--- config.mk ---
export PLATFORM = sky130hd
export DESIGN_NAME = usage_meter
export DESIGN_NICKNAME = d
export VERILOG_FILES = /design/src/fml_pkg.sv /design/src/usage_meter.sv
export SDC_FILE = /design/constraint.sdc
export NUM_CORES = 1
export LEC_CHECK = 0
export ABC_CLOCK_PERIOD_IN_PS = 2100
export BUFFER_PORTS_ARGS = -buffer_cell sky130_fd_sc_hd__buf_4
export CAP_MARGIN = 40
export CORE_UTILIZATION = 49
export CTS_CLUSTER_DIAMETER = 50
export CTS_CLUSTER_SIZE = 28
export DETAILED_ROUTE_END_ITERATION = 16
export PLACE_DENSITY = 0.75
export SLEW_MARGIN = 15
export SYNTH_ARGS = -nofsm -noshare
export SYNTH_HDL_FRONTEND = slang
export SYNTH_SLANG_ARGS = --single-unit
--- constraint.sdc ---
create_clock -name sys_clk -period 2.1 [get_ports sys_clk]
set_input_delay 0.21 -clock sys_clk [delete_from_list [all_inputs] [get_ports sys_clk]]
set_output_delay 0.21 -clock sys_clk [all_outputs]
set_load 0.01 [all_outputs]
--- src/fml_pkg.sv ---
//------------------------------
// Shared memory link constants
// Region map and timing values
// Arbiter owner encoding
//------------------------------
package fml_pkg;

	// Link widths
	localparam int DATA_W = 64;
	localparam int SEL_W = 8;
	localparam int ADR_W = 8;
	localparam int MEM_WORDS = 256;

	// Strobe to acknowledge, acknowledge cycle included
	localparam int MEM_LATENCY = 3;
	localparam int LAT_CNT_W = $clog2(MEM_LATENCY);

	// Framebuffer region
	localparam logic [ADR_W-1:0] FB_BASE = ADR_W'(0);
	localparam int FB_WORDS = 16;
	localparam logic [ADR_W-1:0] FB_LAST = FB_BASE + ADR_W'(FB_WORDS - 1);
	localparam int FETCH_INTERVAL = 12;
	localparam int FETCH_CNT_W = $clog2(FETCH_INTERVAL);

	// Capture region
	localparam logic [ADR_W-1:0] CAP_BASE = ADR_W'(128);
	localparam int CAP_WORDS = 16;
	localparam logic [ADR_W-1:0] CAP_LAST = CAP_BASE + ADR_W'(CAP_WORDS - 1);
	localparam int SAMPLE_W = 16;
	localparam int SAMPLES_PER_WORD = 4;
	localparam int POS_W = $clog2(SAMPLES_PER_WORD);

	// Reset holds, shortened for simulation
	localparam int RST_HOLD_CYCLES = 256;
	localparam int RST_CNT_W = $clog2(RST_HOLD_CYCLES + 1);
	localparam int FLASH_RST_CYCLES = 128;
	localparam int FLASH_CNT_W = $clog2(FLASH_RST_CYCLES + 1);

	// Usage meter
	localparam int METER_W = 32;

	// Current owner of the memory link
	typedef enum logic [1:0] {
		OWN_NONE = 2'd0,
		OWN_FETCH = 2'd1,
		OWN_HOST = 2'd2,
		OWN_CAPTURE = 2'd3
	} owner_t;

endpackage

--- src/usage_meter.sv ---
//------------------------------
// Link usage meter
//------------------------------
`timescale 1ns/1ns

module usage_meter import fml_pkg::*; (
	input logic sys_clk,
	input logic sys_rst,
	input logic clr_i,
	input logic stb_i,
	input logic ack_i,
	output logic [METER_W-1:0] stb_count_o,
	output logic [METER_W-1:0] ack_count_o
);

	// Both counters stick at all ones
	always_ff @(posedge sys_clk) begin
		if (sys_rst || clr_i) begin
			stb_count_o <= '0;
			ack_count_o <= '0;
		end else begin
			// Busy cycles
			if (stb_i && stb_count_o != '1)
				stb_count_o <= stb_count_o + 1'b1;
			// Completed transfers
			if (ack_i && ack_count_o != '1)
				ack_count_o <= ack_count_o + 1'b1;
		end
	end

endmodule

==> key figures <==
Min path
  – Min-Delay Path Class: in2reg
  – Hold path depth: 3

Power and ir drop
  – Power Total: 2240 uW
  – Sw frac: 24.2%
  – Reg power frac: 54.4%
  – Peak VDD IR: around 0.0003 V
  – P_leak: 0.00163 uW
  – Int Power: 1700 uW
  – Comb power frac: 3.2%
  – Sw power: 541 uW
  – Clock share of power: 42.4%
  – Power Dens Cells: 508 mW/mm2

Timing
  – Final Cycle Share: 96.9%
  – RSZ-0062 raised after global routing: no
  – Worst-Margin Slew: 0.685 ns
  – Fin. max-slew vios: 0
  – Finish-stage setup viols: 0
  – Fin crit period: about 2.0 ns
  – Clock Skew: 0.00755 ns
  – Setup slack after layout: 0.0642 ns
  – Slew headroom: 54.4%
  – Fin. Hold Viols: 0
  – Max frequency: about 0.5 GHz

Finish
  – Antenna Cells: 0
  – Final #Nets: 517
  – Area growth syn-to-layout: 35.9%
  – Fill count: just over 500
  – Share of cells above drive strength 1: roughly a third

Clock network
  – TritonCTS Buffers: 9
  – Post-CTS Setup Bufs: 0
  – Sink Count: 64
  – CTS tree: done
  – H-tree level count: 3
  – CTS max path bufs: 2
  – Clock transition at path regs: about 0.07 ns
  – Root Buffer: clkbuf_8
  – Clk_lat worst skew: ~0.35 ns

Critical path
  – Crit path required time: about 2.4 ns
  – CP Max Fanout: 31
  – Element type at the critical path end: register
  – Reg2Reg Depth: 8
  – Worst EP arrival: 2.30 ns
  – CP Class: reg2reg
  – Crit start category: register

Drt
  – Vias/cell: 5.94
  – Post-route ant nets: 0
  – Post-DR wirelength/cell: 14.9 um
  – 1st-iter DRT viols: 171
  – DRC: 0
  – Pre-antenna DRT Iters: 5
  – Final WL: 8830 um
  – Vias: 3517

Yosys
  – Primary flip-flop cell chosen by synthesis mapping: dfxtp_1
  – Top-area cell type share of the netlist area: 39.5%
  – Mapped cell area: 0.00324 mm2
  – Synth unique cells: 39
  – Post-synth top area cell: dfxtp_1
  – Synthesis Warnings: 0
  – Syn Area/Cell: between 8 and 9 um2
  – Synth cell count leaders: dfxtp_1 (64), a21oi_1 (43), nand2_1 (35), nor2_1 (32)
  – Synth Instances: approximately 400
  – Ys async rst share: 0%
  – Mapped Nets: 410
  – Yosys reg bits: 64
  – Sequential share of the synthesized area: slightly below 40%
  – Most frequent cell after synthesis: dfxtp_1
  – Area contributors post-synth: dfxtp_1 (40%), a21oi_1 (6.6%), o31ai_1 (4.9%)
  – EDFF count, synth: 0

Floorplan
  – Area of the core: 0.00635 mm2
  – Die area: between 0.006 and 0.007 mm2
  – Initial Utilization: roughly half
  – Die Ht: 83.3 um
  – Num rows: 29
  – I/O Pins: about 70
  – Die Wd: 83.3 um

Run status
  – Status: finished, final reports clean

GRT
  – Top Usage Layer GRT: met2
  – Vias in the first global route: 3164
  – Global Route Usage Sum: 25.3%
  – Largest net degree at the start of global routing: 35
  – Initial antenna violation count: 0
  – Met1 GRT Util: 32.8%
  – M3 GR Usage: ~6.2%
  – First-pass GRT wire length: 14500 um
  – Global route overflow: 0
  – Met2 usage: 40.7%

Flow run
  – Max cap viols: 0

Placed design
  – GPL Wtd Cong: 0.833
  – Pre-CTS WS: -0.0180 ns
  – Port-buffer cells: between 60 and 70
  – Dpl hpwl: 6350 um
## metal layers
metal | vias to the layer above | part of all wire, %
met5 | - | 0
met4 | 0 | 2.2
met3 | 19 | 4.8
met2 | 103 | 46
met1 | 1653 | 47
li1 | 1742 | -
## sequential cells by signal, indices dropped and copies added, names as in the netlist
register and flops:
ack_count_o 32, stb_count_o 32
## cell families after synthesis
family	after synthesis	share of synthesized area, %
flops	64	39.5
compound gates	107	20.5
fa+ha+maj	2	0.772
simple gates	182	31.2
xor+xnor	14	3.78
buf+inv	33	3.90
mux	1	0.309
## worst max-delay path, cell delays in order (launching register included)
cell	delay (ns)
dfxtp_4	0.37
ha_2	0.18
buf_4	0.14
nand3_1	0.10
nor4_2	0.06
a31o_2	0.29
buf_12	0.17
or4_1	0.48
a21oi_1	0.18
## cell type report
class / instances / area, um2 / area share, %
flip-flops and latches: 64 / 1300 / 29.6
clock buffers: 11 / 141 / 3.21
multi-input cells: 306 / 1880 / 42.8
repair buffers: 120 / 913 / 20.7
well taps: 77 / 96.3 / 2.19
inverters: 9 / 33.8 / 0.767
clock inverters: 5 / 32.5 / 0.739
## power groups by stage
stage | logic (uW) | clock network (uW) | registers (uW)
CTS | 70.7 | 957 | 1220
detailed placement | 70.1 | 0 | 1250
floorplan | 37.5 | 0 | 1250
global placement | 68.7 | 0 | 1250
global route | 78.6 | 1030 | 1220
finish | 70.9 | 949 | 1220
## placed cells by master, fill, tap and decap left out, types with 5 or more instances in the layout
| cell type | netlist | routed |
|---|---|---|
| or3_1 | 19 | 19 |
| and3_1 | 7 | 6 |
| o31ai_1 | 21 | 20 |
| nor2_1 | 32 | 32 |
| and4_1 | 8 | 7 |
| nand3_1 | 21 | 21 |
| xnor2_1 | 10 | 10 |
| a21oi_1 | 43 | 43 |
| inv_1 | 9 | 9 |
| a31oi_1 | 5 | 5 |
| dfxtp_2 | 0 | 13 |
| nand4_1 | 16 | 16 |
| clkbuf_8 | 0 | 10 |
| nor3_1 | 7 | 7 |
| dfxtp_1 | 64 | 50 |
| o21ai_0 | 19 | 19 |
| nand2_1 | 35 | 35 |
| buf_4 | 0 | 119 |
| or4_1 | 21 | 18 |
## final timing paths
check	from	endpoint	slack [ns]
worst min-delay path	stb_i	stb_count_o[16]	0.19
worst max register to register	stb_count_o[1]	stb_count_o[15]	0.06
worst min register to register	stb_count_o[14]	stb_count_o[14]	0.51
worst max-delay path	stb_count_o[1]	stb_count_o[15]	0.06
## per-stage QoR
step / instances / instance area [um2] / utilization, % / hold WS (ns) / setup TNS, ns
finish: 592 / 4400 / 69.3 / 0.187 / 0
CTS: 592 / 4360 / 68.6 / 0.181 / 0
global placement: 576 / 4170 / 65.7 / 0.493 / 0
floorplan: 403 / 3260 / - / 0.375 / 0
detailed placement: 576 / 4170 / 65.7 / 0.505 / -0.0342
global route: 592 / 4400 / 69.3 / 0.189 / 0
## timing repair
action	CTS	global route
cloned	0	0
endpoints found under the setup margin	6	11
gates resized for setup	4	14
pin swaps	0	6
hold buffers	0	0
(Power assumes the default switching activity.)
