`config.mk`:
```
export PLATFORM = sky130hd
export DESIGN_NAME = capture_writer
export DESIGN_NICKNAME = d
export VERILOG_FILES = /design/src/fml_pkg.sv /design/src/capture_writer.sv
export SDC_FILE = /design/constraint.sdc
export NUM_CORES = 1
export LEC_CHECK = 0
export ABC_AREA = 1
export BUFFER_PORTS_ARGS = -buffer_cell sky130_fd_sc_hd__buf_2
export CORE_MARGIN = 1.5
export CORE_UTILIZATION = 59
export CTS_CLUSTER_DIAMETER = 120
export CTS_CLUSTER_SIZE = 12
export DETAILED_ROUTE_END_ITERATION = 6
export PLACE_DENSITY_LB_ADDON = 0.15
export SETUP_SLACK_MARGIN = 0.1
export SYNTH_ARGS = -nofsm -noshare
export SYNTH_HDL_FRONTEND = slang
export SYNTH_SLANG_ARGS = --single-unit
```
`constraint.sdc`:
```
create_clock -name sys_clk -period 8.4 [get_ports sys_clk]
set_input_delay 0 -clock sys_clk [delete_from_list [all_inputs] [get_ports sys_clk]]
set_output_delay 0 -clock sys_clk [all_outputs]
set_load 0.005 [all_outputs]
```
`src/fml_pkg.sv`:
```
//------------------------------
// Shared memory link constants
// Region map and timing values
// Arbiter owner encoding
//------------------------------
package fml_pkg;

	// Link widths
	localparam int DATA_W = 64;
	localparam int SEL_W = 8;
	localparam int ADR_W = 8;
	localparam int MEM_WORDS = 256;

	// Strobe to acknowledge, acknowledge cycle included
	localparam int MEM_LATENCY = 3;
	localparam int LAT_CNT_W = $clog2(MEM_LATENCY);

	// Framebuffer region
	localparam logic [ADR_W-1:0] FB_BASE = ADR_W'(0);
	localparam int FB_WORDS = 16;
	localparam logic [ADR_W-1:0] FB_LAST = FB_BASE + ADR_W'(FB_WORDS - 1);
	localparam int FETCH_INTERVAL = 12;
	localparam int FETCH_CNT_W = $clog2(FETCH_INTERVAL);

	// Capture region
	localparam logic [ADR_W-1:0] CAP_BASE = ADR_W'(128);
	localparam int CAP_WORDS = 16;
	localparam logic [ADR_W-1:0] CAP_LAST = CAP_BASE + ADR_W'(CAP_WORDS - 1);
	localparam int SAMPLE_W = 16;
	localparam int SAMPLES_PER_WORD = 4;
	localparam int POS_W = $clog2(SAMPLES_PER_WORD);

	// Reset holds, shortened for simulation
	localparam int RST_HOLD_CYCLES = 256;
	localparam int RST_CNT_W = $clog2(RST_HOLD_CYCLES + 1);
	localparam int FLASH_RST_CYCLES = 128;
	localparam int FLASH_CNT_W = $clog2(FLASH_RST_CYCLES + 1);

	// Usage meter
	localparam int METER_W = 32;

	// Current owner of the memory link
	typedef enum logic [1:0] {
		OWN_NONE = 2'd0,
		OWN_FETCH = 2'd1,
		OWN_HOST = 2'd2,
		OWN_CAPTURE = 2'd3
	} owner_t;

endpackage

```
`src/capture_writer.sv`:
```
//------------------------------
// Video capture writer
// Packs samples into link words
//------------------------------
`timescale 1ns/1ns

module capture_writer import fml_pkg::*; (
	input logic sys_clk,
	input logic sys_rst,
	input logic cap_en_i,
	input logic vid_valid_i,
	input logic [SAMPLE_W-1:0] vid_dat_i,
	input logic fml_ack_i,
	output logic fml_stb_o,
	output logic [ADR_W-1:0] fml_adr_o,
	output logic [DATA_W-1:0] fml_dat_o
);

	localparam logic [POS_W-1:0] POS_LAST = POS_W'(SAMPLES_PER_WORD - 1);

	logic [DATA_W-1:0] pack;
	logic [DATA_W-1:0] word_next;
	logic [POS_W-1:0] pos;
	logic full_q;
	logic take;
	logic word_done;
	logic load;

	// New sample enters at the top, first sample ends up lowest
	assign word_next = {vid_dat_i, pack[DATA_W-1:SAMPLE_W]};
	assign take = cap_en_i & vid_valid_i;
	assign word_done = take & (pos == POS_LAST);
	// Hand a finished word to the pending register once it is free
	assign load = cap_en_i & (word_done | full_q) & (~fml_stb_o | fml_ack_i);

	always_ff @(posedge sys_clk) begin
		if (sys_rst) begin
			pos <= '0;
			full_q <= 1'b0;
			fml_stb_o <= 1'b0;
			fml_adr_o <= CAP_BASE;
		end else begin
			if (take)
				pos <= (pos == POS_LAST) ? '0 : pos + 1'b1;
			if (fml_stb_o && fml_ack_i) begin
				fml_stb_o <= 1'b0;
				fml_adr_o <= (fml_adr_o == CAP_LAST) ? CAP_BASE : fml_adr_o + 1'b1;
			end
			// New request may start in the cycle after the acknowledge
			if (load) begin
				fml_stb_o <= 1'b1;
				full_q <= 1'b0;
			end else if (word_done) begin
				full_q <= 1'b1;
			end
			// Back to the start, a running write still completes
			if (!cap_en_i) begin
				pos <= '0;
				full_q <= 1'b0;
				if (!fml_stb_o)
					fml_adr_o <= CAP_BASE;
			end
		end
	end

	// Staging and pending words
	always_ff @(posedge sys_clk) begin
		if (take)
			pack <= word_next;
		if (load)
			fml_dat_o <= full_q ? pack : word_next;
	end

endmodule

```
==> metrics.cfg <==
[yosys]
yosysWarnings=0
synth_area_leaders=edfxtp_1, nand2_1, o21ai_0
syn_area_sq_um=5174
yosysTopAreaCell=edfxtp_1
seq_area_frac_synth_pct=78.94
synth-seq-cells=140
syn_nets=409
yosysTopAreaCellShare_pct=74.29
synth_cell_type_count=22
avgSynthCellArea_sq_um=13.40
syn_inst=386

[floorplanning]
coreArea_sq_um=8341
die_h_microns=96.64
pin_count=94
die-area_sq_um=9339
die_w_microns=96.64
rows=33
initial_core_util_pct=62.03

[power_and_ir_drop]
p_leak_uw=0.002590
power.density_nw_per_um2=232.6
ir_drop_uv=206.4

[timing]
min_period_over_period_pct=39.55
finalHoldViolCount=0
fmax_mhz=301.0
worst_slack_ps=5078
maxSlewViolCount=0
rsz0062_at_grt=false
finalSetupTns_ps=0
tightestPinTransition_ps=1046
fin_worst_skew_ps=12.50
period_minus_slack_ps=3322
max-slew-margin-rel_pct=30.25
setup_violations=0

[detailed_routing]
vias_per_cell=5.139
vias=3217
drc_errors=0
wire_per_inst_microns=14.86
dr.pass1.iters=5
ant_nets=0
drt-total-wl_mm=9.301
dr.first_iter.drc_count=251

[clocking]
cts_buffer_depth=2
post_cts_buffers=0
cts_made_buffers=17
clkSinkCount=140
clk_pin_slew_ps=60
htreeDepth=4
post_cts_resized=0
cts_tree=yes
clk_latency_ps=510
cts_hold_buf=23
cts-root-buf=clkbuf_8

[setup_path]
criticalPathCategory=flip-flop to flip-flop
crit_top_cell=nand2_1
critPathLaunchType=flip-flop
startpoint=full_q$_SDFFE_PP0P_
cp.required_ps=8530
cp_slowest_cell=dfxtp_2
critical_path_arrival_ps=3450
crit_path_max_incr_delay_ps=1020
critical_path.endpoint_type=flip-flop
path_max_fanout=65
worstPathCellList=inv_2, nand2_1, nand2_1, nor2_4, buf_4
reg2reg_from=full_q$_SDFFE_PP0P_
crit_buf_inv=2
cpLargestDelayFamily=buffers and inverters

[layout]
final_nets=532
drive_above_1_share_pct=25.91
layout_common_cells=edfxtp_1, buf_2, nand2_1
layout.area.seq_sq_um=4085
multi_input_area_sq_um=863.3
diodes=0
final_common_cell=edfxtp_1
area_growth_pct=26.05
fillerInstances=517

[global_route]
grt_usage_pct=20.74
grt_pass1_wl_mm=14.91
grt_pass1_vias=3129
antenna_found_initial=0
grt_max_degree=66
grt_overflow=0

[placed_design]
place_ws_ps=5144
io_buffers=93
finalWeightedCongestion=0.7709
dp_hpwl_mm=5.396

[worst_hold_path]
worstHoldStart=vid_dat_i[1]
hold_class=input port to flip-flop

[run]
drv_cap=0

[run_status]
outcome=finished, final reports clean

final cells by class:
class,count,area share (%)
clock buffers,18,6.408
well taps,105,2.015
flip-flops and latches,140,62.64
multi-input cells,187,13.24
inverters,45,2.590
repair buffers,118,10.90
clock inverters,13,2.206
cells in the mapped netlist:
cell,count
a21oi_1,3
a21oi_2,1
buf_2,10
clkbuf_1,4
dfxtp_1,12
edfxtp_1,128
ha_1,2
inv_1,43
inv_2,2
nand2_1,86
nand2_2,1
nand3_1,5
nand4_1,3
nor2_1,13
nor2_2,1
nor2_4,1
nor3_1,4
o21ai_0,62
o21ai_1,1
or2_0,1
xnor2_1,1
xor2_1,2
kinds of logic (layout without fill, tap and decap cells):
| group | count (synthesis) | after routing | share of synthesized area, % |
|---|---|---|---|
| AOI/OAI and AO/OA | 67 | 67 | 6.554 |
| buffers and inverters | 59 | 194 | 4.522 |
| xor gates and xnor gates | 3 | 3 | 0.5080 |
| DFF | 140 | 140 | 78.94 |
| and+or+nand+nor | 115 | 115 | 8.997 |
| adders and majority gates | 2 | 2 | 0.4836 |
layer usage:
metal | routed length [microns] | part of all wire, % | up-vias | track usage, %
met3 | 418 | 4.5 | 12 | 6.431
met4 | 151 | 1.6 | 0 | 8.807
li1 | - | - | 1576 | -
met1 | 3892 | 42 | 1540 | 25.33
met2 | 4839 | 52 | 89 | 34.37
met5 | 0 | 0 | - | 0
state kept, by name (all words and copies together), names as in the netlist:
name,count
fml_dat_o,64
pack,64
fml_adr_o,8
pos,2
fml_stb_o,1
full_q,1
worst paths after layout:
kind,cells past startpoint,slack (ps),endpoint
worst min register to register,0,440,pack[5]$_DFFE_PN_
worst max register to register,5,5080,fml_dat_o[60]$_DFFE_PP_
worst min-delay path,2,210,pack[49]$_DFFE_PN_
worst max-delay path,5,5080,fml_dat_o[60]$_DFFE_PP_
per-stage QoR:
stage                     hold WS [ps]  total power [uW]  utilization (%)  area (sq um)  instances
after detailed placement         193.4             824.2            68.69          5729        572
final                            205.3              1517            78.19          6521        626
after floorplan                  69.07             810.0                -          5174        386
after CTS                        187.3              1525            78.19          6521        626
after global routing             195.4              1560            78.19          6521        626
after global placement           190.9             821.6            68.69          5729        572
power breakdown:
part / internal [uW] / switching (uW) / leakage, uW / total [uW]
clock network: 422 / 277 / 0.000252 / 699
registers: 775 / 6.44 / 0.00127 / 781
logic: 15.7 / 21.0 / 0.00106 / 36.7
total: 1210 / 304 / 0.00259 / 1520
Note: power is estimated with default switching activity, not from simulation.
