[config.mk]
export PLATFORM = sky130hd
export DESIGN_NAME = fml_arbiter
export DESIGN_NICKNAME = d
export VERILOG_FILES = /design/src/fml_pkg.sv /design/src/fml_arbiter.sv
export SDC_FILE = /design/constraint.sdc
export NUM_CORES = 1
export LEC_CHECK = 0
export BUFFER_PORTS_ARGS = -buffer_cell sky130_fd_sc_hd__buf_2
export CAP_MARGIN = 20
export CORE_AREA = 2 2 173 175
export DETAILED_ROUTE_END_ITERATION = 10
export DIE_AREA = 0 0 175 177
export SLEW_MARGIN = 25
export SYNTH_ARGS = -nofsm -noshare
export SYNTH_HDL_FRONTEND = slang
export SYNTH_SLANG_ARGS = --single-unit
[constraint.sdc]
create_clock -name sys_clk -period 3.3 [get_ports sys_clk]
set_clock_uncertainty 0.1 [all_clocks]
set_input_delay 0.33 -clock sys_clk [delete_from_list [all_inputs] [get_ports sys_clk]]
set_output_delay 0.33 -clock sys_clk [all_outputs]
set_load 0.1 [all_outputs]
[src/fml_pkg.sv]
//------------------------------
// Shared memory link constants
// Region map and timing values
// Arbiter owner encoding
//------------------------------
package fml_pkg;

	// Link widths
	localparam int DATA_W = 64;
	localparam int SEL_W = 8;
	localparam int ADR_W = 8;
	localparam int MEM_WORDS = 256;

	// Strobe to acknowledge, acknowledge cycle included
	localparam int MEM_LATENCY = 3;
	localparam int LAT_CNT_W = $clog2(MEM_LATENCY);

	// Framebuffer region
	localparam logic [ADR_W-1:0] FB_BASE = ADR_W'(0);
	localparam int FB_WORDS = 16;
	localparam logic [ADR_W-1:0] FB_LAST = FB_BASE + ADR_W'(FB_WORDS - 1);
	localparam int FETCH_INTERVAL = 12;
	localparam int FETCH_CNT_W = $clog2(FETCH_INTERVAL);

	// Capture region
	localparam logic [ADR_W-1:0] CAP_BASE = ADR_W'(128);
	localparam int CAP_WORDS = 16;
	localparam logic [ADR_W-1:0] CAP_LAST = CAP_BASE + ADR_W'(CAP_WORDS - 1);
	localparam int SAMPLE_W = 16;
	localparam int SAMPLES_PER_WORD = 4;
	localparam int POS_W = $clog2(SAMPLES_PER_WORD);

	// Reset holds, shortened for simulation
	localparam int RST_HOLD_CYCLES = 256;
	localparam int RST_CNT_W = $clog2(RST_HOLD_CYCLES + 1);
	localparam int FLASH_RST_CYCLES = 128;
	localparam int FLASH_CNT_W = $clog2(FLASH_RST_CYCLES + 1);

	// Usage meter
	localparam int METER_W = 32;

	// Current owner of the memory link
	typedef enum logic [1:0] {
		OWN_NONE = 2'd0,
		OWN_FETCH = 2'd1,
		OWN_HOST = 2'd2,
		OWN_CAPTURE = 2'd3
	} owner_t;

endpackage

[src/fml_arbiter.sv]
//------------------------------
// Fixed-priority link arbiter
// Fetch, then host, then capture
//------------------------------
`timescale 1ns/1ns

module fml_arbiter import fml_pkg::*; (
	input logic sys_clk,
	input logic sys_rst,

	// Master 0, framebuffer fetch
	input logic m0_stb_i,
	input logic [ADR_W-1:0] m0_adr_i,
	output logic m0_ack_o,
	output logic [DATA_W-1:0] m0_dat_o,

	// Master 1, host port
	input logic m1_stb_i,
	input logic m1_we_i,
	input logic [ADR_W-1:0] m1_adr_i,
	input logic [SEL_W-1:0] m1_sel_i,
	input logic [DATA_W-1:0] m1_dat_i,
	output logic m1_ack_o,
	output logic [DATA_W-1:0] m1_dat_o,

	// Master 2, capture writer
	input logic m2_stb_i,
	input logic [ADR_W-1:0] m2_adr_i,
	input logic [DATA_W-1:0] m2_dat_i,
	output logic m2_ack_o,

	// Memory side
	output logic s_stb_o,
	output logic s_we_o,
	output logic [ADR_W-1:0] s_adr_o,
	output logic [SEL_W-1:0] s_sel_o,
	output logic [DATA_W-1:0] s_dat_o,
	input logic s_ack_i,
	input logic [DATA_W-1:0] s_dat_i
);

	owner_t owner;

	// Grant only from idle, hold until the memory acknowledges
	always_ff @(posedge sys_clk) begin
		if (sys_rst) begin
			owner <= OWN_NONE;
		end else if (owner == OWN_NONE) begin
			if (m0_stb_i)
				owner <= OWN_FETCH;
			else if (m1_stb_i)
				owner <= OWN_HOST;
			else if (m2_stb_i)
				owner <= OWN_CAPTURE;
		end else if (s_ack_i) begin
			owner <= OWN_NONE;
		end
	end

	//------------------------------
	// Request mux
	//------------------------------
	always_comb begin
		s_stb_o = 1'b0;
		s_we_o = 1'b0;
		s_adr_o = '0;
		s_sel_o = '1;
		s_dat_o = '0;
		case (owner)
			OWN_FETCH: begin
				s_stb_o = m0_stb_i;
				s_adr_o = m0_adr_i;
			end
			OWN_HOST: begin
				s_stb_o = m1_stb_i;
				s_we_o = m1_we_i;
				s_adr_o = m1_adr_i;
				s_sel_o = m1_sel_i;
				s_dat_o = m1_dat_i;
			end
			OWN_CAPTURE: begin
				// Capture always writes whole words
				s_stb_o = m2_stb_i;
				s_we_o = 1'b1;
				s_adr_o = m2_adr_i;
				s_dat_o = m2_dat_i;
			end
			default: ;
		endcase
	end

	// Return path, acknowledge only to the owner
	assign m0_ack_o = s_ack_i & (owner == OWN_FETCH);
	assign m1_ack_o = s_ack_i & (owner == OWN_HOST);
	assign m2_ack_o = s_ack_i & (owner == OWN_CAPTURE);
	assign m0_dat_o = s_dat_i;
	assign m1_dat_o = s_dat_i;

endmodule

==> impl_metrics.toml <==
[run_status]
status = "finished, final reports clean"

[floorplanning]
die_w_um = 175
io_pins = 444
coreArea_um2 = 29200
die-height_um = 177
dieArea_um2 = 31000
start_util = 0.0848
rows = 63

[clock_tree]
h-tree-depth = 1
clockBufferDepth = 2
clk_latency_ps = 230
root_buffer = "clkbuf_16"
post_cts_resized = 0
cts_setup_buffers = 0
cts_sinks = 2
cts_hold_buffers = 0
cts_tree = "done"
path_clk_slew_ps = 30
numCtsBuffers = 3

[finish]
final_common_cell = "buf_2"
drive_gt1_frac = 0.615
final_nets = 663
top_register = "owner"
antenna_cells = 0
nFillCells = 3376
area_growth_pct = 37.9
reg.largest.list = "owner x2"
mostFrequentLayoutCells = "buf_2 (242), nor2b_1 (65), mux2i_1 (64), nand2b_1 (10), buf_12 (10)"
largest_reg_flops = 2

[timing]
slew_viol_final = 0
worst_slack_ps = 796
holdWs_ps = 168
setup_violations = 0
period_needed_ps = 2500
rsz0062_at_grt = "no"
timing.final.crit_share = 0.759
max_slew_margin = 0.641
tns_ps = 0
tightest_slew_ps = 539
max_freq_mhz = 399
hold_violations = 0

[drt]
vias_per_cell = 2.96
vias = 2429
wirelength_mm = 9.91
ant_nets = 0
dr.pass1.iters = 4
post-route-drc-count = 0
first_iter_violations = 34
wl_per_cell_um = 12.1

[yosys]
ys_seq_area_frac = 0.0161
yosys.area.top_type_share = 0.396
synth_area_leader_cell = "buf_4"
syn_area_um2 = 2480
ys_types = 21
synth-seq-cells = 2
synth_warnings = 0
syn_inst = 319
synth_nets = 550
yosys-top-cells-area = "buf_4 (40%), mux2i_1 (26%), nor2b_1 (17%)"
synth.avg_cell_area_um2 = 7.78

[grt]
grt_max_degree = 57
overflow = 0
grt_pass1_wl_mm = 13.0
antenna_found_initial = 0
grt_pass1_vias = 2206
grt.total_usage = 0.0566

[pwr]
peakVddDrop_v = 0.000113
leakage_nw = 1.69
powerDensity_nw_per_um2 = 326

[min_path]
holdCritPathClass = "input pin to flop"

[worst_setup_path]
worst-path-buf-inv = 2
crit_type = "flop to output pin"
startpoint_type = "flop"
regToRegSetupSlack_ps = 1600
cp_slowest_cell = "dfxtp_4"
crit_chain = "buf_12, nor2b_2, and2_1, buf_2"
end_kind = "output pin"
path_delay_family = "buffers and inverters"
crit_required_ps = 2870
cp_slowest_stage_delay_ps = 470
path_max_fanout = 56
critPathArrivalTime_ps = 2070

[place]
place_congestion = 0.746
numPortBuffers = 251
pre_cts_slack_ps = 975
hpwlAfterDp_mm = 8.47

[run]
drv_cap = 0
## layer usage
metal  vias up  wire length [um]  global-route usage
met5         -                 0                   0
met4         0               689              0.0500
met3        67              1070              0.0163
met2       212              4850               0.101
met1      1017              3290              0.0532
li1       1133                 -                   -
## final cells by class
cell class              count  area (um2)  share of cell area
flip-flops and latches      2        45.0              0.0132
repair buffers            255        1430               0.419
clock buffers               4        78.8              0.0230
multi-input cells         170        1380               0.402
well taps                 390         488               0.143
## where the power goes
group          internal (W)  switching (W)  leakage, nW  total [W]
Clock              0.000160      0.0000388       0.0382   0.000199
Sequential        0.0000270      0.0000234       0.0175  0.0000505
Combinational      0.000259       0.000608         1.63   0.000867
Total              0.000446       0.000670         1.69    0.00112
## kinds of logic (layout without fill, tap and decap cells)
logic type | count (synthesis) | after routing | synth area share
muxes | 73 | 73 | 0.301
and+or+nand+nor | 84 | 84 | 0.211
buffers and inverters | 147 | 259 | 0.430
AOI/OAI and AO/OA | 13 | 13 | 0.0424
DFF | 2 | 2 | 0.0161
## cells in the mapped netlist
library cell  number
buf_6              2
o21a_1             1
clkbuf_1           7
nor2b_1           66
a21oi_1            1
buf_2              7
nor2_1             3
mux2i_1           64
mux2_1             8
a22o_1             9
nand2b_1          10
and3_1             1
nand2_1            1
or4_4              1
and2_1             1
nor2b_2            1
buf_4            131
mux2_4             1
dfxtp_1            2
o21ai_0            1
a21oi_2            1
## stage by stage
| stage | std cells | area (um2) | utilization | power [W] |
|---|---|---|---|---|
| 2_1_floorplan | 319 | 2480 | - | 0.00142 |
| 3_3_place_gp | 817 | 3340 | 0.114 | 0.000919 |
| 3_5_place_dp | 817 | 3340 | 0.114 | 0.000928 |
| 4_1_cts | 821 | 3420 | 0.117 | 0.00113 |
| 5_1_grt | 821 | 3420 | 0.117 | 0.00116 |
| 6_report | 821 | 3420 | 0.117 | 0.00112 |
## final timing paths
check / to / start / depth (start not counted)
hold / removal: owner[1]$_SDFFE_PP0P_ / sys_rst / 2
hold reg to reg: owner[1]$_SDFFE_PP0P_ / owner[1]$_SDFFE_PP0P_ / 3
setup reg to reg: owner[0]$_SDFFE_PP0P_ / owner[0]$_SDFFE_PP0P_ / 3
setup / recovery: m1_ack_o / owner[0]$_SDFFE_PP0P_ / 4
(Power assumes the default switching activity.)
