<file path="config.mk">
export PLATFORM = sky130hd
export DESIGN_NAME = reset_gen
export DESIGN_NICKNAME = d
export VERILOG_FILES = /design/src/fml_pkg.sv /design/src/reset_gen.sv
export SDC_FILE = /design/constraint.sdc
export NUM_CORES = 1
export LEC_CHECK = 0
export BUFFER_PORTS_ARGS = -buffer_cell sky130_fd_sc_hd__buf_2
export CAP_MARGIN = 5
export CORE_ASPECT_RATIO = 1.5
export CORE_MARGIN = 3
export CORE_UTILIZATION = 32
export DETAILED_ROUTE_END_ITERATION = 10
export MAX_ROUTING_LAYER = met4
export PLACE_DENSITY = 0.52
export SYNTH_ARGS = -nofsm -noshare
export SYNTH_HDL_FRONTEND = slang
export SYNTH_SLANG_ARGS = --single-unit
</file>
<file path="constraint.sdc">
create_clock -name sys_clk -period 2.8 [get_ports sys_clk]
set_input_delay 0.28 -clock sys_clk [delete_from_list [all_inputs] [get_ports sys_clk]]
set_output_delay 0.28 -clock sys_clk [all_outputs]
set_load 0.005 [all_outputs]
</file>
<file path="src/fml_pkg.sv">
//------------------------------
// Shared memory link constants
// Region map and timing values
// Arbiter owner encoding
//------------------------------
package fml_pkg;

	// Link widths
	localparam int DATA_W = 64;
	localparam int SEL_W = 8;
	localparam int ADR_W = 8;
	localparam int MEM_WORDS = 256;

	// Strobe to acknowledge, acknowledge cycle included
	localparam int MEM_LATENCY = 3;
	localparam int LAT_CNT_W = $clog2(MEM_LATENCY);

	// Framebuffer region
	localparam logic [ADR_W-1:0] FB_BASE = ADR_W'(0);
	localparam int FB_WORDS = 16;
	localparam logic [ADR_W-1:0] FB_LAST = FB_BASE + ADR_W'(FB_WORDS - 1);
	localparam int FETCH_INTERVAL = 12;
	localparam int FETCH_CNT_W = $clog2(FETCH_INTERVAL);

	// Capture region
	localparam logic [ADR_W-1:0] CAP_BASE = ADR_W'(128);
	localparam int CAP_WORDS = 16;
	localparam logic [ADR_W-1:0] CAP_LAST = CAP_BASE + ADR_W'(CAP_WORDS - 1);
	localparam int SAMPLE_W = 16;
	localparam int SAMPLES_PER_WORD = 4;
	localparam int POS_W = $clog2(SAMPLES_PER_WORD);

	// Reset holds, shortened for simulation
	localparam int RST_HOLD_CYCLES = 256;
	localparam int RST_CNT_W = $clog2(RST_HOLD_CYCLES + 1);
	localparam int FLASH_RST_CYCLES = 128;
	localparam int FLASH_CNT_W = $clog2(FLASH_RST_CYCLES + 1);

	// Usage meter
	localparam int METER_W = 32;

	// Current owner of the memory link
	typedef enum logic [1:0] {
		OWN_NONE = 2'd0,
		OWN_FETCH = 2'd1,
		OWN_HOST = 2'd2,
		OWN_CAPTURE = 2'd3
	} owner_t;

endpackage

</file>
<file path="src/reset_gen.sv">
//------------------------------
// System reset debounce
// Early flash reset release
//------------------------------
`timescale 1ns/1ns

module reset_gen import fml_pkg::*; (
	input logic sys_clk,
	input logic trigger_reset,
	output logic sys_rst_o,
	output logic flash_rst_n_o
);

	logic [RST_CNT_W-1:0] rst_debounce;
	logic [FLASH_CNT_W-1:0] flash_cnt;

	//------------------------------
	// System reset
	//------------------------------
	// Reloaded while trigger is high, then counts down to zero
	always_ff @(posedge sys_clk) begin
		if (trigger_reset) begin
			rst_debounce <= RST_CNT_W'(RST_HOLD_CYCLES);
			sys_rst_o <= 1'b1;
		end else begin
			if (rst_debounce != '0)
				rst_debounce <= rst_debounce - 1'b1;
			// Registered, so release lands one cycle after the count ends
			sys_rst_o <= (rst_debounce != '0);
		end
	end

	//------------------------------
	// Flash reset
	//------------------------------
	// Shorter hold, the flash must be out of reset before the system
	always_ff @(posedge sys_clk) begin
		if (trigger_reset) begin
			flash_cnt <= '0;
			flash_rst_n_o <= 1'b0;
		end else begin
			if (flash_cnt != FLASH_CNT_W'(FLASH_RST_CYCLES))
				flash_cnt <= flash_cnt + 1'b1;
			flash_rst_n_o <= (flash_cnt == FLASH_CNT_W'(FLASH_RST_CYCLES));
		end
	end

endmodule

</file>
==> summary.txt <==
Yosys
  – Number of enable flip-flop cells after synthesis: 0
  – Dominant cell type by area after synthesis: dfxtp_1
  – Register area share after synthesis: 42.8%
  – Post-synth ARST share: 0%
  – Yosys reg bits: 19
  – Synth top area share: 42.8%
  – Synth area leaders: dfxtp_1 43%, a21oi_1 5.6%, nor3_1 4.5%
  – Post-Syn Instances: 100
  – Syn Nets: 105
  – Avg Synthesized Cell Area: 8.88 um^2
  – Warnings from Yosys: 0
  – Post-Syn Area: 888 um^2
  – Ys flop type: dfxtp_1
  – Synth cell types: 31

Detailed routing
  – Initial drt markers: 15
  – Post-route ant nets: 0
  – Drt drc: 0
  – Drt pass-1 iters: 4
  – Vias: 742
  – Vias/cell: 5.26
  – Final wirelength: 1.83 mm
  – Wire per inst: 13.0 um

Timing
  – Hold Violations, Final: 0
  – Slew Limit Fails: 0
  – FMAX: 582 MHz
  – Worst Tran Pin Value: 728 ps
  – Max Clock Skew: 1.66 ps
  – Final setup violating endpoints: 0
  – Crit share post-route: 61.4%
  – Setup TNS Final: 0 ps
  – RSZ-0062 raised after global routing: no
  – Slew Limit Headroom: 51.0%
  – Final min period: 1720 ps

Die
  – I/O Pins: 4
  – Total core area: 2560 um^2
  – Die ar.: 3460 um^2
  – Die H: 70.5 um
  – Die width: 49.0 um
  – Initial Util: 34.7%
  – Row cnt: 22

Critical path
  – FF-to-FF setup slack: 1080 ps
  – WP data required: 3030 ps
  – Type of element capturing the critical path: flop
  – FF-to-FF path depth: 5
  – Crit-path max cell delay: 510 ps
  – Startpoint type of the worst setup path: flop
  – Critical path class: reg -> reg
  – Critical Path, Cell by Cell: inv_1 -> ha_1 -> or3b_2 -> or3_1 -> a21oi_1
  – Top Family by Delay on Critical Path: simple AND/OR/NAND/NOR gates
  – Reg2reg start: rst_debounce[0]
  – Worst-path fanout max: 5
  – Slowest stage cell, crit path: or3b_2
  – Critical Path AT: 1940 ps
  – Worst path bufs/invs: 1
  – Worst r2r dst: rst_debounce[6]

Worst hold path
  – Hold EP: flash_cnt[3]
  – Hold WC Path Type: in -> reg
  – Hold path start: trigger_reset
  – Hold path depth: 2

Global route
  – First-pass GRT wire length: 3.31 mm
  – GR Overflow Total: 0
  – Vias in the first global route: 726
  – Largest net degree at the start of global routing: 21
  – Total GRT Usage: 12.6%
  – Initial antenna violation count: 0

Clock tree
  – Clock latency on the worst-skew pair: 290 ps
  – Post-cts sizing count: 0
  – H-tree lvl count: 1
  – Root Driver: clkbuf_4
  – Clk sinks: 19
  – Post-CTS setup buffers: 0
  – Max clock buf depth: 2
  – CTS tree: yes
  – Cts bufs inserted: 3
  – Clk slew on worst S/H paths: 110 ps
  – Hold buffer count at cts: 0

Power and ir drop
  – Leakage power: 0.344 nW
  – Maximum vdd drop: 0.576 mV
  – PD cells: 844 nW/um^2

Final layout
  – Final Util: 37.8%
  – Fill cell count: 278
  – NumNets Final: 111
  – Layout cells sized above 1: 13.3%
  – Syn-to-layout area delta: 8.87%
  – Inserted Diodes: 0

Flow run
  – Max Cap Viol: 0

Place
  – GPL Wtd Cong: 0.853
  – I/O Buffers: 3
  – Post-DP HPWL: 1.30 mm

Status
  – Status: finished clean
[Yosys cell counts (2+ instances only)]
| cell | n |
|---|---|
| inv_1 | 7 |
| nand3_1 | 5 |
| nor2_1 | 4 |
| or3b_2 | 2 |
| or4_1 | 2 |
| or3_1 | 6 |
| a21oi_1 | 10 |
| o31ai_1 | 2 |
| dfxtp_1 | 19 |
| ha_1 | 3 |
| or4b_2 | 2 |
| a211oi_1 | 3 |
| o21ai_0 | 6 |
| xor2_1 | 2 |
| nand2_1 | 3 |
| nand2b_1 | 2 |
| nor3_1 | 8 |
[layer usage]
| metal | vias up | track usage (%) | part of all wire (%) | routed length, um |
|---|---|---|---|---|
| met2 | 4 | 22.7 | 53 | 973 |
| met4 | 0 | 6.65 | 1.0 | 19 |
| li1 | 376 | - | - | - |
| met3 | 2 | 2.53 | 1.4 | 25 |
| met5 | - | - | 0 | 0 |
| met1 | 360 | 12.5 | 44 | 809 |
[area by class of cell]
class,count,area [um^2],share of cell area [%]
flip-flops and latches,19,380,39.3
inverters,7,26.3,2.72
well taps,36,45.0,4.66
clock buffers,4,26.3,2.72
multi-input cells,72,474,49.0
repair buffers,3,15.0,1.55
[flip-flops by register name (all words and copies together), names as in the netlist]
name           flops
flash_cnt          8
rst_debounce       9
flash_rst_n_o      1
sys_rst_o          1
[stage by stage]
step	std cells	hold WS, ps	instance area [um^2]	total power [mW]	setup WS, ps
2_1_floorplan	100	462	888	0.616	1210
3_3_place_gp	137	484	941	0.676	1120
3_5_place_dp	137	495	941	0.684	1100
4_1_cts	141	383	967	0.825	1070
5_1_grt	141	384	967	0.889	973
6_report	141	388	967	0.816	1080
[where the power goes]
| group | internal (mW) | switching, mW |
|---|---|---|
| combinational | 0.132 | 0.141 |
| sequential | 0.329 | 0.0758 |
| clock | 0.0554 | 0.0823 |
[worst max path at each step]
stage                    startpoint         endpoint  slack [ps]  cells after the start
finish              rst_debounce[0]  rst_debounce[6]        1080                      5
global route           flash_cnt[0]     flash_cnt[1]         970                      5
CTS                 rst_debounce[0]  rst_debounce[6]        1070                      5
detailed placement     flash_cnt[0]     flash_cnt[1]        1100                      5
global placement    rst_debounce[0]        sys_rst_o        1120                      4
floorplan           rst_debounce[0]        sys_rst_o        1210                      4
[layout by cell type, fill, tap and decap left out, drive strengths merged, types with 2 or more instances in the layout]
cell / count
a211oi: 3
a21oi: 10
buf: 3
clkbuf: 4
dfxtp: 19
ha: 3
inv: 7
nand2: 3
nand2b: 2
nand3: 5
nor2: 4
nor3: 8
nor4b: 2
o21ai: 6
o31ai: 2
or3: 6
or3b: 2
or4: 3
or4b: 2
xor2: 2
[kinds of logic after synthesis]
group | count (synthesis) | synth area share (%)
compound gates | 24 | 16.2
xor+xnor | 3 | 2.96
fa+ha+maj | 3 | 4.23
buf+inv | 9 | 3.80
flops | 19 | 42.8
mux | 1 | 1.27
simple gates | 41 | 28.7
(Power assumes the default switching activity.)
