[config.mk]
export PLATFORM = sky130hd
export DESIGN_NAME = frame_fetch
export DESIGN_NICKNAME = d
export VERILOG_FILES = /design/src/fml_pkg.sv /design/src/frame_fetch.sv
export SDC_FILE = /design/constraint.sdc
export NUM_CORES = 1
export LEC_CHECK = 0
export ABC_AREA = 1
export BUFFER_PORTS_ARGS = -buffer_cell sky130_fd_sc_hd__clkbuf_2
export CAP_MARGIN = 10
export CORE_AREA = 3 3 79 81
export DETAILED_ROUTE_END_ITERATION = 8
export DIE_AREA = 0 0 82 84
export PLACE_DENSITY = 0.82
export SLEW_MARGIN = 20
export SYNTH_ARGS = -nofsm -noshare
export SYNTH_HDL_FRONTEND = slang
export SYNTH_SLANG_ARGS = --single-unit
[constraint.sdc]
create_clock -name sys_clk -period 3.41 [get_ports sys_clk]
set_clock_uncertainty 0.2 [all_clocks]
set_input_delay 0.8525 -clock sys_clk [delete_from_list [all_inputs] [get_ports sys_clk]]
set_output_delay 0.8525 -clock sys_clk [all_outputs]
set_load 0.01 [all_outputs]
[src/fml_pkg.sv]
//------------------------------
// Shared memory link constants
// Region map and timing values
// Arbiter owner encoding
//------------------------------
package fml_pkg;

	// Link widths
	localparam int DATA_W = 64;
	localparam int SEL_W = 8;
	localparam int ADR_W = 8;
	localparam int MEM_WORDS = 256;

	// Strobe to acknowledge, acknowledge cycle included
	localparam int MEM_LATENCY = 3;
	localparam int LAT_CNT_W = $clog2(MEM_LATENCY);

	// Framebuffer region
	localparam logic [ADR_W-1:0] FB_BASE = ADR_W'(0);
	localparam int FB_WORDS = 16;
	localparam logic [ADR_W-1:0] FB_LAST = FB_BASE + ADR_W'(FB_WORDS - 1);
	localparam int FETCH_INTERVAL = 12;
	localparam int FETCH_CNT_W = $clog2(FETCH_INTERVAL);

	// Capture region
	localparam logic [ADR_W-1:0] CAP_BASE = ADR_W'(128);
	localparam int CAP_WORDS = 16;
	localparam logic [ADR_W-1:0] CAP_LAST = CAP_BASE + ADR_W'(CAP_WORDS - 1);
	localparam int SAMPLE_W = 16;
	localparam int SAMPLES_PER_WORD = 4;
	localparam int POS_W = $clog2(SAMPLES_PER_WORD);

	// Reset holds, shortened for simulation
	localparam int RST_HOLD_CYCLES = 256;
	localparam int RST_CNT_W = $clog2(RST_HOLD_CYCLES + 1);
	localparam int FLASH_RST_CYCLES = 128;
	localparam int FLASH_CNT_W = $clog2(FLASH_RST_CYCLES + 1);

	// Usage meter
	localparam int METER_W = 32;

	// Current owner of the memory link
	typedef enum logic [1:0] {
		OWN_NONE = 2'd0,
		OWN_FETCH = 2'd1,
		OWN_HOST = 2'd2,
		OWN_CAPTURE = 2'd3
	} owner_t;

endpackage

[src/frame_fetch.sv]
//------------------------------
// Framebuffer fetch engine
// Paced sequential word reads
//------------------------------
`timescale 1ns/1ns

module frame_fetch import fml_pkg::*; (
	input logic sys_clk,
	input logic sys_rst,
	input logic scan_en_i,
	input logic fml_ack_i,
	input logic [DATA_W-1:0] fml_dat_i,
	output logic fml_stb_o,
	output logic [ADR_W-1:0] fml_adr_o,
	output logic pix_valid_o,
	output logic [DATA_W-1:0] pix_o
);

	localparam logic [FETCH_CNT_W-1:0] PACE_LAST = FETCH_CNT_W'(FETCH_INTERVAL - 1);

	logic [FETCH_CNT_W-1:0] pace;

	always_ff @(posedge sys_clk) begin
		if (sys_rst) begin
			fml_stb_o <= 1'b0;
			fml_adr_o <= FB_BASE;
			pace <= '0;
			pix_valid_o <= 1'b0;
		end else begin
			// One pixel word per acknowledge
			pix_valid_o <= fml_stb_o & fml_ack_i;

			// Pacing, holds at the last count until the link is free
			if (!scan_en_i)
				pace <= '0;
			else if (pace != PACE_LAST)
				pace <= pace + 1'b1;
			else if (!fml_stb_o)
				pace <= '0;

			// Request and address
			if (fml_stb_o) begin
				if (fml_ack_i) begin
					fml_stb_o <= 1'b0;
					// Wrap at the end of the framebuffer
					fml_adr_o <= (fml_adr_o == FB_LAST) ? FB_BASE : fml_adr_o + 1'b1;
				end
			end else if (!scan_en_i) begin
				fml_adr_o <= FB_BASE;
			end else if (pace == PACE_LAST) begin
				fml_stb_o <= 1'b1;
			end
		end
	end

	// Pixel word register
	always_ff @(posedge sys_clk) begin
		if (fml_stb_o && fml_ack_i)
			pix_o <= fml_dat_i;
	end

endmodule

==> results of run 1 <==
==> worst max-delay path by stage <==
stage	endpoint	slack, ns	startpoint
floorplan	fml_stb_o	1.08	fml_ack_i
global placement	pix_o[61]	1.12	fml_ack_i
detailed placement	pix_o[28]	1.09	fml_ack_i
CTS	fml_adr_o[5]	1.38	fml_adr_o[5]
global route	fml_adr_o[5]	1.34	fml_adr_o[5]
finish	fml_adr_o[5]	1.40	fml_adr_o[5]
==> metal layers <==
layer  track usage [%]  vias to the layer above
li1                  -                      880
met5                 0                        -
met4              6.34                        0
met3              5.94                        5
met2              29.1                       87
met1              19.6                      798
==> cells by family after synthesis <==
logic type / after synthesis
AO/OA/AOI/OAI: 15
XOR/XNOR: 3
adder cells (fa/ha/maj): 2
buffers and inverters: 13
flip-flops: 78
AND/OR/NAND/NOR: 50
==> Yosys cell counts (all sizes together) <==
cell    instances  area share [%]
edfxtp         64              73
nand2          25             3.8
dfxtp          14              11
inv            13             1.9
nor2           11             1.8
nand3           9             1.7
o21ai           7             1.5
a21oi           6             1.6
nand4           3            0.72
ha              2            0.95
xor2            2            0.67
a21boi          1            0.29
and2            1            0.33
nor3            1            0.19
o21bai          1            0.29
xnor2           1            0.33
==> registers in the layout (all words and copies together), names as in the netlist <==
register	flops
pace	4
pix_valid_o	1
pix_o	64
fml_adr_o	8
fml_stb_o	1
==> where the power goes <==
part	switching, mW	leakage (nW)	total, mW	internal [mW]
logic	0.0175	0.778	0.0477	0.0302
clock network	0.328	0.119	0.822	0.494
registers	0.00136	0.688	1.03	1.03
total	0.347	1.58	1.90	1.55
==> layout make-up <==
type                            instances  area (um^2)
Clock buffer                           10          128
Clock inverter                          6          118
Fill cell                             406         1860
Inverter                               13         48.8
Multi-Input combinational cell         70          369
Sequential cell                        78         2200
Tap cell                               72         90.1
Timing Repair Buffer                  142          726
==> through the flow <==
stage	hold slack, ns	std cells	util [%]
2_1_floorplan	0.275	161	-
3_3_place_gp	0.297	375	62.0
3_5_place_dp	0.303	375	62.0
4_1_cts	0.314	391	66.4
5_1_grt	0.342	391	66.4
6_report	0.321	391	66.4
==> reports/metrics.csv, run 1 <==
stage,metric,value,unit
status,status,"finished, final reports clean",
sta,grt_setup_unrepaired,no,
place,place_hpwl,4.71,mm
detailed_routing,wl_per_cell,15.3,um
sta,maxSlewViolCount,0,
synth,synth-seq-cells,78,
setup_path,rr_worst_depth,3,
setup_path,worstSetupStartpointType,register,
detailed_routing,wl,5.98,mm
die,coreArea,5540,um^2
pwr,design_power_total,1.90,mW
detailed_routing,dr_total_vias,1770,
global_routing,overflow,0,
die,dieHeight,84,um
layout,final_cell_mix,"clkbuf_2, edfxtp_1, nand2_1, dfxtp_1, inv_1",
place,placed_cell_area,3440,um^2
sta,tightest_slew,0.601,ns
synth,yosysSeqAreaShare,84.0,%
clocking,clkTransAtPathRegs,0.07,ns
detailed_routing,route.layer.met1.wl,2.25,mm
clocking,htreeDepth,3,
die,initial_core_util,47.3,%
detailed_routing,drc_errors,0,
setup_path,critPathSlowestCell,dfxtp_1,
place,gp_congestion,0.803,
synth,synth-simple-area-share,8.50,%
layout,nets,384,
worst_hold_path,hold_class,register to register,
setup_path,cp.required,2.36,ns
die,rows,27,
synth,syn_area_per_cell,16.3,um^2
detailed_routing,top_layer,met4,
setup_path,cp.depth,1,
clocking,clock-sinks,78,
pwr,power_density,516,nW/um^2
setup_path,crit_buf_inv,1,
synth,synth_fa_ha_area_share,0.955,%
setup_path,critical_path.top_delay_family,flip-flops,
synth,syn-instance-count,161,
pwr,p_leak,1.58,nW
global_routing,track_usage,17.2,%
clocking,postCtsSetupRepairBufs,0,
clocking,cts.path.max_buffers,2,
synth,synth-compound-area-share,3.63,%
global_routing,grt_max_degree,41,
worst_hold_path,hold_end,fml_adr_o[1],
detailed_routing,first_pass_iters,4,
place,dp_slack,1.09,ns
setup_path,slowest_delay,0.45,ns
clocking,cts-resized-gates,0,
sta,hold_viol,0,
pwr,vdd_drop_max,0.256,mV
clocking,clk_latency,0.33,ns
layout,drive_gt1_share,51.7,%
clocking,ctsHoldBuffers,0,
setup_path,crit_path_max_fanout,7,
detailed_routing,met2_length,3.02,mm
synth,synth_nets,231,
setup_path,critPathKind,register to output port,
global_routing,first_global_vias,1679,
sta,period_minus_slack,2.01,ns
detailed_routing,drtIter0Drc,111,
worst_hold_path,hold_depth,2,
synth,synthXorXnorAreaFrac,1.00,%
detailed_routing,dr_wl_met3,660,um
detailed_routing,vias_per_cell,4.53,
clocking,cts_tree,built,
global_routing,grt_pass1_wl,8.51,mm
die,die_area,6890,um^2
setup_path,rr_endpoint,pix_o[59],
detailed_routing,antenna_left,0,
setup_path,setup.worst_path.end_class,output port,
synth,syn_area,2620,um^2
setup_path,crit_arrival,0.95,ns
setup_path,cp_cell_sequence,clkbuf_2,
layout,area_growth,40.5,%
setup_path,r2r_slack,1.61,ns
layout,antennaDiodeCount,0,
sta,relSlewSlack,59.9,%
global_routing,antenna_found_initial,0,
synth,synth_top_family_by_area,simple AND/OR/NAND/NOR gates,
synth,yosys_warnings,0,
synth,yosysUniqueCellTypes,22,
layout,layout_commonest_cell,clkbuf_2,
worst_hold_path,min_from,fml_adr_o[1],
die,die_x,82,um
sta,fmax,0.499,GHz
clocking,numCtsBuffers,9,
sta,final.setup.worst_slack,1.40,ns
sta,min_period_over_period,58.8,%
setup_path,r2r-start,fml_stb_o,
clocking,cts-root-buf,clkbuf_8,
synth,muxShareOfSynthArea,0,%
job,drv_cap,0,
layout,finalInstanceArea,3680,um^2
place,io_buffers,141,
sta,finalSetupTns,0,ns
die,ios,142,
sta,setup_viol,0,
Note: power is estimated with default switching activity, not from simulation.
==> run 2, diff against run 1 <==
--- a/config.mk
+++ b/config.mk
@@ -5,13 +5,13 @@
 export SDC_FILE = /design/constraint.sdc
 export NUM_CORES = 1
 export LEC_CHECK = 0
-export ABC_AREA = 1
+export ABC_AREA = 0
 export BUFFER_PORTS_ARGS = -buffer_cell sky130_fd_sc_hd__clkbuf_2
 export CAP_MARGIN = 10
-export CORE_AREA = 3 3 79 81
+export CORE_AREA = 3 3 86 88
 export DETAILED_ROUTE_END_ITERATION = 8
-export DIE_AREA = 0 0 82 84
-export PLACE_DENSITY = 0.82
+export DIE_AREA = 0 0 89 91
+export PLACE_DENSITY = 0.73
 export SLEW_MARGIN = 20
 export SYNTH_ARGS = -nofsm -noshare
 export SYNTH_HDL_FRONTEND = slang
==> constraint.sdc (replaced) <==
create_clock -name sys_clk -period 1.8 [get_ports sys_clk]
set_clock_uncertainty 0.2 [all_clocks]
set_input_delay 0.45 -clock sys_clk [delete_from_list [all_inputs] [get_ports sys_clk]]
set_output_delay 0.45 -clock sys_clk [all_outputs]
set_load 0.01 [all_outputs]
==> reports/metrics.csv, run 2 <==
stage,metric,value,unit,change
die,ios,142,,unchanged
die,initial_core_util,39.0,%,-8.3 points
sta,hold_viol,0,,unchanged
pwr,power_density,905,nW/um^2,+75%
setup_path,crit_path_max_fanout,9,,+2
die,die_x,89,um,+8.5%
die,rows,30,,+11%
setup_path,cp.required,1.15,ns,-1.21 ns
global_routing,grt_max_degree,65,,+59%
clocking,cts_tree,built,,
global_routing,grt-busiest-layer,met2,,
die,die_area,8100,um^2,+18%
clocking,cts-root-buf,clkbuf_8,,
synth,yosys-top-cells-area,"edfxtp_1, dfxtp_1, o21ai_0",,
place,dp_slack,0.117,ns,-0.975 ns
layout,final_cell_mix,"clkbuf_2, edfxtp_1, dfxtp_1, clkbuf_8, nor2_1",,
setup_path,slowest_delay,0.53,ns,+0.08 ns
setup_path,critical_path.top_delay_family,flip-flops,,
sta,min_period_over_period,95.0,%,
global_routing,overflow,0,,unchanged
global_routing,grt_pass1_wl,8.80,mm,+3.3%
synth,yosysUniqueCellTypes,32,,+45%
sta,maxSlewViolCount,0,,unchanged
detailed_routing,antenna_left,0,,unchanged
place,place_hpwl,4.56,mm,-3.2%
clocking,ctsHoldBuffers,0,,unchanged
synth,async_flop_share,0,%,unchanged
setup_path,crit_arrival,1.06,ns,+0.11 ns
layout,layout_commonest_cell,clkbuf_2,,
layout,top_register,pix_o,,
detailed_routing,vias_per_cell,4.67,,+3.1%
synth,yosys_warnings,0,,unchanged
sta,holdWs,0.0784,ns,-0.242 ns
synth,synth_most_common_cell,edfxtp_1,,
layout,fillerInstances,562,,+38%
sta,setup_viol,0,,unchanged
sta,final.setup.worst_slack,0.0904,ns,-1.31 ns
layout,largest_reg_flops,64,,unchanged
setup_path,critPathSlowestCell,dfxtp_1,,
layout,instances_no_fill,377,,-3.6%
setup_path,cp_cell_sequence,clkbuf_2,,
clocking,clock-sinks,78,,unchanged
synth,synth_edf_count,64,,unchanged
clocking,clk_latency,0.33,ns,about the same
layout,drive_gt1_share,54.9,%,+3.2 points
global_routing,antenna_found_initial,0,,unchanged
worst_hold_path,hold_class,input port to register,,
pwr,design_power_total,3.29,mW,+73%
layout,antennaDiodeCount,0,,unchanged
layout,nets,362,,-5.7%
synth,yosysTopAreaCell,edfxtp_1,,
clocking,numCtsBuffers,9,,unchanged
place,gp_congestion,0.769,,-4.2%
global_routing,grtUsageMet1,16.7,%,-2.8 points
global_routing,grt_use_met2,23.5,%,-5.6 points
clocking,postCtsSetupRepairBufs,0,,unchanged
sta,period_minus_slack,1.71,ns,
place,placed_cell_area,3440,um^2,+0.15%
job,drv_cap,0,,unchanged
setup_path,worstSetupStartpointType,register,,
detailed_routing,first_pass_iters,4,,unchanged
status,status,"finished, final reports clean",,
synth,synth-seq-cells,78,,unchanged
detailed_routing,wl_per_cell,15.9,um,+4.1%
pwr,p_leak,1.55,nW,-2.4%
global_routing,grt.met3_usage,6.26,%,+0.32 points
clocking,cts.path.max_buffers,2,,unchanged
layout,area_growth,38.7,%,
layout,reg.largest.list,"pix_o (64), fml_adr_o (8), pace (4)",,
detailed_routing,drc_errors,0,,unchanged
setup_path,setup.worst_path.end_class,output port,,
place,dp.cells,361,,-3.7%
synth,syn_area_per_cell,18.6,um^2,+14%
sta,relSlewSlack,77.3,%,+17 points
synth,syn-instance-count,141,,-12%
clocking,clkTransAtPathRegs,0.08,ns,about the same
sta,tightest_slew,0.340,ns,-0.261 ns
place,io_buffers,141,,unchanged
synth,synth_nets,211,,-8.7%
sta,fmax,0.585,GHz,
pwr,vdd_drop_max,0.347,mV,+36%
detailed_routing,dr_total_vias,1760,,-0.56%
detailed_routing,drtIter0Drc,58,,-48%
global_routing,track_usage,14.6,%,-2.5 points
die,coreArea,6720,um^2,+21%
synth,syn_area,2620,um^2,about the same
setup_path,crit_buf_inv,1,,unchanged
die,dieHeight,91,um,+8.3%
setup_path,critPathKind,register to output port,,
synth,synthFlopType,edfxtp_1,,
layout,finalInstanceArea,3630,um^2,-1.3%
sta,grt_setup_unrepaired,no,,
synth,synthDominantCellAreaShare,73.4,%,about the same
global_routing,first_global_vias,1731,,+3.1%
synth,yosysSeqAreaShare,84.1,%,about the same
clocking,cts-resized-gates,0,,unchanged
clocking,htreeDepth,3,,unchanged
synth,netlist_top_cells_count,"edfxtp_1, dfxtp_1, nor2_1, o21ai_0",,
detailed_routing,wl,6.01,mm,+0.37%
## run 2: logic make-up after synthesis
| group | share of synthesized area (%) |
|---|---|
| AND/OR/NAND/NOR | 7.84 |
| adder cells (fa/ha/maj) | 0.955 |
| buffers and inverters | 1.34 |
| AO/OA/AOI/OAI | 5.02 |
| flip-flops | 84.1 |
| multiplexers | 0.764 |
## run 2: stage by stage
step                      setup TNS [ns]  util (%)
after CTS                              0      54.1
after floorplan                   -20.97         -
after global routing                   0      54.1
final                                  0      54.1
after detailed placement               0      51.2
after global placement                 0      51.2
## run 2: path summary, 6_finish.rpt
path	slack (ns)	to	depth (start not counted)	from
worst max-delay path	0.09	fml_adr_o[4]	1	fml_adr_o[4]
worst max register to register	0.22	fml_adr_o[6]	5	fml_adr_o[0]
worst min-delay path	0.08	pix_o[32]	1	fml_dat_i[32]
worst min register to register	0.29	pace[1]	2	pace[1]
## run 2: per-layer routing
| layer | vias to the layer above | routed length, um |
|---|---|---|
| li1 | 844 | - |
| met1 | 807 | 2300 |
| met2 | 95 | 2770 |
| met3 | 14 | 796 |
| met4 | 0 | 140 |
| met5 | - | 0 |
## run 2: area by class of cell
class | instances | area, um^2 | share of cell area, %
Sequential cell | 78 | 2200 | 60.7
Tap cell | 80 | 100 | 2.76
Clock buffer | 11 | 131 | 3.62
Timing Repair Buffer | 142 | 726 | 20.0
Multi-Input combinational cell | 56 | 389 | 10.7
Inverter | 5 | 22.5 | 0.620
Clock inverter | 5 | 60.1 | 1.65
## run 2: power breakdown
| group | internal (mW) | total [mW] | switching (mW) |
|---|---|---|---|
| clock | 0.644 | 1.24 | 0.601 |
| combinational | 0.0570 | 0.0928 | 0.0357 |
| sequential | 1.95 | 1.95 | 0.00202 |
